<file path="config.mk">
export PLATFORM = sky130hd
export DESIGN_NAME = neuron_top
export DESIGN_NICKNAME = d
export VERILOG_FILES = /design/src/accel_cfg_pkg.sv /design/src/accel_types_pkg.sv /design/src/neuron_top.sv /design/src/wb_neuron_regs.sv /design/src/neuron_mac.sv /design/src/vector_bank.sv /design/src/booth_multiplier.sv
export SDC_FILE = /design/constraint.sdc
export NUM_CORES = 1
export LEC_CHECK = 0
export BUFFER_PORTS_ARGS = -buffer_cell sky130_fd_sc_hd__buf_2
export CORE_UTILIZATION = 45
export CTS_CLUSTER_DIAMETER = 150
export CTS_CLUSTER_SIZE = 16
export DETAILED_ROUTE_END_ITERATION = 10
export SLEW_MARGIN = 15
export SYNTH_ARGS = -nofsm -noshare
export SYNTH_HDL_FRONTEND = slang
export SYNTH_HIERARCHICAL = 1
export SYNTH_SLANG_ARGS = --single-unit
</file>
<file path="constraint.sdc">
create_clock -name Clock -period 5 [get_ports Clock]
set_clock_uncertainty 0.2 [all_clocks]
set_input_delay 1 -clock Clock [delete_from_list [all_inputs] [get_ports Clock]]
set_output_delay 1 -clock Clock [all_outputs]
set_load 0.05 [all_outputs]
</file>
<file path="src/accel_cfg_pkg.sv">
package accel_cfg_pkg;

    // vector banks
    localparam int VEC_DEPTH  = 16;
    localparam int IDX_WIDTH  = 4;    // log2 of VEC_DEPTH
    localparam int ELEM_WIDTH = 8;    // int8 elements

    // multiplier pipeline, two booth steps per stage
    localparam int MUL_STAGES = 4;

    localparam int ACC_WIDTH = 32;

    // wishbone word address map
    localparam int WB_ADDR_WIDTH = 6;

    localparam logic [WB_ADDR_WIDTH-1:0] ADDR_ACT_BASE = 6'h00;  // 0x00..0x0f
    localparam logic [WB_ADDR_WIDTH-1:0] ADDR_WGT_BASE = 6'h10;  // 0x10..0x1f
    localparam logic [WB_ADDR_WIDTH-1:0] ADDR_CTRL     = 6'h20;  // start, data_len
    localparam logic [WB_ADDR_WIDTH-1:0] ADDR_STATUS   = 6'h21;  // busy, done, result

endpackage
</file>
<file path="src/accel_types_pkg.sv">
package accel_types_pkg;

    // operands, last used weight doubles as bias
    typedef logic signed [accel_cfg_pkg::ELEM_WIDTH-1:0] act_t;
    typedef logic signed [accel_cfg_pkg::ELEM_WIDTH-1:0] weight_t;

    // full width booth product
    typedef logic signed [2*accel_cfg_pkg::ELEM_WIDTH-1:0] product_t;

    typedef logic signed [accel_cfg_pkg::ACC_WIDTH-1:0] acc_t;

    // one bit wider than an index so 16 fits
    typedef logic [accel_cfg_pkg::IDX_WIDTH:0] len_t;

    // mac engine sequence
    typedef enum logic [1:0] {
        st_idle  = 2'b00,  // waiting for start
        st_issue = 2'b01,  // one operand pair per cycle
        st_drain = 2'b10,  // products still in flight
        st_done  = 2'b11   // saturate and flag done
    } mac_state_t;

endpackage

</file>
<file path="src/neuron_top.sv">
`timescale 1ns/1ps

module neuron_top (
    input  logic                                   Clock,
    input  logic                                   rst_n,
    input  logic                                   wb_cyc,
    input  logic                                   wb_stb,
    input  logic                                   wb_we,
    input  logic [accel_cfg_pkg::WB_ADDR_WIDTH-1:0] wb_adr,
    input  logic [31:0]                            wb_dat_w,
    output logic [31:0]                            wb_dat_r,
    output logic                                   wb_ack
);
    import accel_cfg_pkg::*;
    import accel_types_pkg::*;

    logic                  act_wr_en;
    logic                  wgt_wr_en;
    logic [IDX_WIDTH-1:0]  wr_idx;
    logic [ELEM_WIDTH-1:0] wr_data;
    logic                  start;
    len_t                  len;
    logic [IDX_WIDTH-1:0]  rd_idx;
    act_t                  act;
    weight_t               wgt;
    logic                  busy;
    logic                  done;
    weight_t               result;

    wb_neuron_regs i_regs (
        .Clock     (Clock),
        .rst_n     (rst_n),
        .wb_cyc    (wb_cyc),
        .wb_stb    (wb_stb),
        .wb_we     (wb_we),
        .wb_adr    (wb_adr),
        .wb_dat_w  (wb_dat_w),
        .busy      (busy),
        .done      (done),
        .result    (result),
        .wb_dat_r  (wb_dat_r),
        .wb_ack    (wb_ack),
        .act_wr_en (act_wr_en),
        .wgt_wr_en (wgt_wr_en),
        .wr_idx    (wr_idx),
        .wr_data   (wr_data),
        .start     (start),
        .len       (len)
    );

    vector_bank #(.elem_t(act_t)) i_act_bank (
        .Clock   (Clock),
        .rst_n   (rst_n),
        .wr_en   (act_wr_en),
        .wr_idx  (wr_idx),
        .wr_data (wr_data),
        .rd_idx  (rd_idx),
        .rd_data (act)
    );

    vector_bank #(.elem_t(weight_t)) i_wgt_bank (
        .Clock   (Clock),
        .rst_n   (rst_n),
        .wr_en   (wgt_wr_en),
        .wr_idx  (wr_idx),
        .wr_data (wr_data),
        .rd_idx  (rd_idx),  // both banks share one read index
        .rd_data (wgt)
    );

    neuron_mac i_mac (
        .Clock  (Clock),
        .rst_n  (rst_n),
        .start  (start),
        .len    (len),
        .act    (act),
        .wgt    (wgt),
        .rd_idx (rd_idx),
        .busy   (busy),
        .done   (done),
        .result (result)
    );

endmodule

</file>
<file path="src/wb_neuron_regs.sv">
`timescale 1ns/1ps

module wb_neuron_regs (
    input  logic                                   Clock,
    input  logic                                   rst_n,
    input  logic                                   wb_cyc,
    input  logic                                   wb_stb,
    input  logic                                   wb_we,
    input  logic [accel_cfg_pkg::WB_ADDR_WIDTH-1:0] wb_adr,
    input  logic [31:0]                            wb_dat_w,
    input  logic                                   busy,
    input  logic                                   done,
    input  accel_types_pkg::weight_t               result,
    output logic [31:0]                            wb_dat_r,
    output logic                                   wb_ack,
    output logic                                   act_wr_en,
    output logic                                   wgt_wr_en,
    output logic [accel_cfg_pkg::IDX_WIDTH-1:0]    wr_idx,
    output logic [accel_cfg_pkg::ELEM_WIDTH-1:0]   wr_data,
    output logic                                   start,
    output accel_types_pkg::len_t                  len
);
    import accel_cfg_pkg::*;
    import accel_types_pkg::*;

    logic req;
    logic hit_act;
    logic hit_wgt;
    logic start_ok;
    logic done_q;

    assign req = wb_cyc && wb_stb && !wb_ack;  // one ack per request

    // upper address bits select the bank
    assign hit_act = (wb_adr[WB_ADDR_WIDTH-1:IDX_WIDTH] ==
                      ADDR_ACT_BASE[WB_ADDR_WIDTH-1:IDX_WIDTH]);
    assign hit_wgt = (wb_adr[WB_ADDR_WIDTH-1:IDX_WIDTH] ==
                      ADDR_WGT_BASE[WB_ADDR_WIDTH-1:IDX_WIDTH]);

    // start while busy gets acked but goes nowhere
    assign start_ok = req && wb_we && (wb_adr == ADDR_CTRL) && wb_dat_w[8] && !busy;

    always_ff @(posedge Clock or negedge rst_n) begin
        if (!rst_n) begin
            wb_ack    <= 1'b0;
            wb_dat_r  <= '0;
            act_wr_en <= 1'b0;
            wgt_wr_en <= 1'b0;
            start     <= 1'b0;
            len       <= '0;
            done_q    <= 1'b0;
        end else begin
            wb_ack    <= req;
            act_wr_en <= req && wb_we && hit_act && !busy;
            wgt_wr_en <= req && wb_we && hit_wgt && !busy;
            start     <= start_ok;
            if (start_ok) len <= len_t'(wb_dat_w[IDX_WIDTH:0]);

            // sticky done, cleared by the next accepted start
            if (start_ok) begin
                done_q <= 1'b0;
            end else if (done) begin
                done_q <= 1'b1;
            end

            if (req && !wb_we && wb_adr == ADDR_STATUS) begin
                wb_dat_r <= {22'd0, busy, done_q, result};
            end else begin
                wb_dat_r <= '0;
            end
        end
    end

    // bank write payload, qualified by the enables above
    always_ff @(posedge Clock) begin
        if (req) begin
            wr_idx  <= wb_adr[IDX_WIDTH-1:0];
            wr_data <= wb_dat_w[ELEM_WIDTH-1:0];
        end
    end

    a_ack_in_cycle: assert property (@(posedge Clock) disable iff (!rst_n)
        wb_ack |-> (wb_cyc && wb_stb));

endmodule

</file>
<file path="src/neuron_mac.sv">
`timescale 1ns/1ps

module neuron_mac (
    input  logic                               Clock,
    input  logic                               rst_n,
    input  logic                               start,
    input  accel_types_pkg::len_t              len,
    input  accel_types_pkg::act_t              act,
    input  accel_types_pkg::weight_t           wgt,
    output logic [accel_cfg_pkg::IDX_WIDTH-1:0] rd_idx,
    output logic                               busy,
    output logic                               done,
    output accel_types_pkg::weight_t           result
);
    import accel_cfg_pkg::*;
    import accel_types_pkg::*;

    mac_state_t                     state_q;
    logic [IDX_WIDTH-1:0]           idx_q;
    logic [$clog2(MUL_STAGES)-1:0]  drain_q;
    acc_t                           acc_q;
    weight_t                        result_q;

    logic [IDX_WIDTH-1:0] bias_idx;
    logic [IDX_WIDTH-1:0] last_idx;
    weight_t              sat;
    logic                 mul_valid;
    product_t             mul_product;

    assign bias_idx = IDX_WIDTH'(len - len_t'(1));
    assign last_idx = IDX_WIDTH'(len - len_t'(2));  // last operand pair

    // idle points at the bias so it is ready when start arrives
    assign rd_idx = (state_q == st_idle) ? bias_idx : idx_q;

    booth_multiplier i_mul (
        .Clock        (Clock),
        .rst_n        (rst_n),
        .in_valid     (state_q == st_issue),
        .multiplicand (act),
        .multiplier   (wgt),
        .out_valid    (mul_valid),
        .product      (mul_product)
    );

    // clamp to int8
    always_comb begin
        if (acc_q > acc_t'(127)) begin
            sat = weight_t'(127);
        end else if (acc_q < acc_t'(-128)) begin
            sat = weight_t'(-128);
        end else begin
            sat = weight_t'(acc_q);
        end
    end

    always_ff @(posedge Clock or negedge rst_n) begin
        if (!rst_n) begin
            state_q  <= st_idle;
            idx_q    <= '0;
            drain_q  <= '0;
            acc_q    <= '0;
            result_q <= '0;
        end else begin
            if (state_q == st_idle && start) begin
                acc_q <= acc_t'(wgt);  // bias, sign extended
            end else if (mul_valid) begin
                acc_q <= acc_q + acc_t'(mul_product);
            end

            case (state_q)
                st_idle: begin
                    idx_q <= '0;
                    if (start) state_q <= st_issue;
                end
                st_issue: begin
                    idx_q <= idx_q + 1'b1;
                    if (idx_q == last_idx) begin
                        drain_q <= '0;
                        state_q <= st_drain;
                    end
                end
                st_drain: begin
                    drain_q <= drain_q + 1'b1;
                    if (drain_q == $bits(drain_q)'(MUL_STAGES - 1)) state_q <= st_done;
                end
                st_done: begin
                    result_q <= sat;
                    state_q  <= st_idle;
                end
                default: state_q <= st_idle;
            endcase
        end
    end

    assign busy   = (state_q != st_idle);
    assign done   = (state_q == st_done);  // single cycle pulse
    assign result = result_q;

    // the front end must never hand over a run without a product
    a_min_len: assert property (@(posedge Clock) disable iff (!rst_n)
        (start && state_q == st_idle) |-> len >= len_t'(2));

endmodule

</file>
<file path="src/vector_bank.sv">
`timescale 1ns/1ps

module vector_bank #(
    parameter type elem_t = logic [accel_cfg_pkg::ELEM_WIDTH-1:0]
) (
    input  logic                               Clock,
    input  logic                               rst_n,
    input  logic                               wr_en,
    input  logic [accel_cfg_pkg::IDX_WIDTH-1:0] wr_idx,
    input  elem_t                              wr_data,
    input  logic [accel_cfg_pkg::IDX_WIDTH-1:0] rd_idx,
    output elem_t                              rd_data
);
    import accel_cfg_pkg::*;

    elem_t mem [VEC_DEPTH];

    // small register file, cleared so stale data never leaks into a run
    always_ff @(posedge Clock or negedge rst_n) begin
        if (!rst_n) begin
            for (int i = 0; i < VEC_DEPTH; i++) begin
                mem[i] <= '0;
            end
        end else if (wr_en) begin
            mem[wr_idx] <= wr_data;
        end
    end

    assign rd_data = mem[rd_idx];  // async read

endmodule

</file>
<file path="src/booth_multiplier.sv">
`timescale 1ns/1ps

module booth_multiplier (
    input  logic                      Clock,
    input  logic                      rst_n,
    input  logic                      in_valid,
    input  accel_types_pkg::act_t     multiplicand,
    input  accel_types_pkg::weight_t  multiplier,
    output logic                      out_valid,
    output accel_types_pkg::product_t product
);
    import accel_cfg_pkg::*;
    import accel_types_pkg::*;

    // stage registers, operands only where a later stage still needs them
    product_t              part_q   [MUL_STAGES];
    act_t                  mcand_q  [MUL_STAGES-1];
    weight_t               mplier_q [MUL_STAGES-1];
    logic [MUL_STAGES-1:0] valid_q;

    // stage inputs and partial sums after this stage's steps
    product_t part_in   [MUL_STAGES];
    act_t     mcand_in  [MUL_STAGES];
    weight_t  mplier_in [MUL_STAGES];
    product_t part_nxt  [MUL_STAGES];

    // one radix-2 step, looks at bit pair (q[i], q[i-1])
    function automatic product_t booth_step(input product_t part, input act_t mcand,
                                            input weight_t mplier, input int step);
        logic [ELEM_WIDTH:0] ext;
        product_t            addend;
        ext    = {mplier, 1'b0};  // q[-1] = 0
        addend = product_t'(mcand) <<< step;
        case (ext[step +: 2])
            2'b01:   return part + addend;
            2'b10:   return part - addend;
            default: return part;
        endcase
    endfunction

    always_comb begin
        for (int s = 0; s < MUL_STAGES; s++) begin
            if (s == 0) begin
                part_in[s]   = '0;
                mcand_in[s]  = multiplicand;
                mplier_in[s] = multiplier;
            end else begin
                part_in[s]   = part_q[s-1];
                mcand_in[s]  = mcand_q[s-1];
                mplier_in[s] = mplier_q[s-1];
            end
            part_nxt[s] = part_in[s];
            for (int k = 0; k < ELEM_WIDTH / MUL_STAGES; k++) begin
                part_nxt[s] = booth_step(part_nxt[s], mcand_in[s], mplier_in[s],
                                         s * (ELEM_WIDTH / MUL_STAGES) + k);
            end
        end
    end

    always_ff @(posedge Clock) begin
        for (int s = 0; s < MUL_STAGES; s++) begin
            part_q[s] <= part_nxt[s];
        end
        for (int s = 0; s < MUL_STAGES - 1; s++) begin
            mcand_q[s]  <= mcand_in[s];  // operands travel with the partial sum
            mplier_q[s] <= mplier_in[s];
        end
    end

    always_ff @(posedge Clock or negedge rst_n) begin
        if (!rst_n) begin
            valid_q <= '0;
        end else begin
            valid_q <= {valid_q[MUL_STAGES-2:0], in_valid};
        end
    end

    assign out_valid = valid_q[MUL_STAGES-1];
    assign product   = part_q[MUL_STAGES-1];

    // fixed latency and an exact product for every input pair
    a_fixed_latency: assert property (@(posedge Clock) disable iff (!rst_n)
        out_valid |-> $past(in_valid, MUL_STAGES) &&
            product == product_t'($past(multiplicand, MUL_STAGES)) *
                       product_t'($past(multiplier, MUL_STAGES)));

endmodule

</file>
==> reports/summary.txt <==
wire per inst: 18.0 um
dpl cells: 2950
first-pass GRT wire length: 89.8 mm
final setup vio count: 0
Max Fanout on Critical Path: 7
flop2flop setup slack: 200 ps
GR Overflow Total: 0
power after layout: 0.0173 W
vias per cell: 5.59
row count: 85
launching point of the worst reg2reg path: i_mac/state_q[0]
Yosys warnings: 6
Crit-path slowest cell: mux4_2
Worst Path Buf+Inv: 6
Layout area overhead: 10.7%
Die Area: 0.0562 mm^2
CTS tree: done
initial cell density of the core: 45.8%
r2r endpoint: i_mac/i_mul/part_q[0][13]
# nets final: 2476
Starting DRT DRC Count: 803
Mapped Cells: 2205
vias in the first global route: 17335
Sinks on Clock Net: 442
Routed WL: 54.0 mm
clk buf depth: 3
total global routing track utilization: 19.5%
worst skew pair latency: 610 ps
WP data required: 5270 ps
fin crit share: 96.0%
Die Ht: 237 um
Setup CP Type: reg2reg
number of fill cells: 4888
status: complete, no violations
IO Pins: 76
post-DP HPWL: 39.0 mm
routability cong.: 0.870
# hold bufs at CTS: 0
Startpoint Class: flop
FF-to-FF path depth: 22
RSZ-0062 raised after global routing: yes
die width: 237 um
crit end category: flop
Fin Setup TNS: 0 ps
Synth Area per Inst: 11.3 um^2
Syn Std Cell Area: 0.0249 mm^2
most common cell after layout, fill and taps aside: dfrtp_1
first drt pass iteration count: 5
CTS H-Tree Depth: 1
Hold Fails Final Rpt: 0
hold_sp: i_mac/i_mul/mplier_q[0][14]
critical path cell sequence: inv_1 -> ha_2 -> buf_4 -> a21oi_4 -> buf_12 -> buf_12 -> buf_4 -> mux4_2 -> a22oi_2 -> nand2_2 -> ha_4 -> buf_4 -> or2_2 -> nor2_4 -> a21oi_1 -> ha_1 -> and2_1 -> a31oi_1 -> o21ai_1 -> o41ai_2 -> xor2_1 -> o21ai_0
largest net degree at the start of global routing: 117
initial antenna violation count: 0
WP depth: 22
max cap viols: 0
ant diodes: 0
WP data arrival: 5070 ps
root buf cell: clkbuf_16
Pins Over Slew Limit: 0
Lkg Pwr: 12.5 nW
Hold Path Class: reg2reg
most frequent cells in the layout: 326 x dfrtp_1, 267 x mux2_2, 136 x nand2_1
Worst setup startpoint: i_mac/state_q[0]
Tmin final: 4800 ps
most used cell, CP: buf_4
share of layout cells above drive strength 1: 28.4%
DRC violations left: 0
Hold Path Depth: 0
Port Buf Inserts: 30
Power Density: 628 mW/mm^2
Max VDD drop: 0.375 mV
Final Core Density: 50.7%
TritonCTS buffer count: 31
final cell count without fillers: 3006
clk slew on worst S/H paths: 80 ps
Antenna Nets Post-Route: 0
worst rel slew slack: 22.3%
crit-path max cell delay: 510 ps
Worst-Margin Slew: 1170 ps
CP Capture Point: i_mac/i_mul/part_q[0][13]
Crit path max-delay family: compound AO/OA/AOI/OAI gates
core area: 0.0542 mm^2
via count: 16807
fmax: 0.208 GHz
-- cell type report --
class	instances	area, um^2	area share [%]
clock buffer	43	821	2.98
clock inverter	2	28.8	0.105
inverter	66	248	0.900
multi-input combinational	1602	13700	49.8
sequential	442	10600	38.5
tap	696	871	3.16
timing repair buffer	155	1230	4.49
-- power breakdown --
part / switching [W] / internal, W / total, W
Clock: 0.00122 / 0.00114 / 0.00236
Sequential: 0.000361 / 0.00400 / 0.00436
Combinational: 0.00550 / 0.00505 / 0.0105
-- per-stage QoR --
stage	cell area [um^2]	setup slack [ps]	hold WS [ps]
2_1_floorplan	24900	53.7	110
3_3_place_gp	26300	43.3	111
5_1_grt	27500	-53.3	125
4_1_cts	27200	5.41	123
3_5_place_dp	26300	-10.6	112
6_report	27500	201	117
-- sequential cells by signal, summed over array words and instances (netlist names), 2 cells and up --
signal	cells
i_act_bank/mem	128
i_wgt_bank/mem	128
i_mac/i_mul/part_q	64
i_mac/acc_q	32
i_mac/i_mul/mcand_q	24
i_mac/i_mul/mplier_q	15
i_regs/wb_dat_r	10
i_mac/result	8
i_regs/wr_data	8
i_mac/i_mul/valid_q	4
i_mac/idx_q	4
i_regs/len	4
i_regs/wr_idx	4
i_mac/drain_q	2
i_mac/state_q	2
-- layer usage --
| metal | share of wire, % | global-route usage, % |
|---|---|---|
| met5 | 0 | 0 |
| met1 | 46 | 26.1 |
| met3 | 2.6 | 1.94 |
| met4 | 1.9 | 4.19 |
| met2 | 49 | 34.1 |
-- worst min path at each step --
stage                                  end
3_5_place_dp   i_mac/i_mul/mplier_q[0][15]
4_1_cts        i_mac/i_mul/mplier_q[0][22]
3_3_place_gp   i_mac/i_mul/mplier_q[0][22]
6_report       i_mac/i_mul/mplier_q[0][22]
2_1_floorplan  i_mac/i_mul/mplier_q[0][12]
5_1_grt        i_mac/i_mul/mplier_q[0][22]
-- what timing repair did --
item	in CTS	in global routing
gates resized for setup	1	58
endpoints found under the setup margin	1	10
gates cloned	0	1
pin swaps	1	10
setup buffers	0	9
Power figures use the tool's default switching activity.
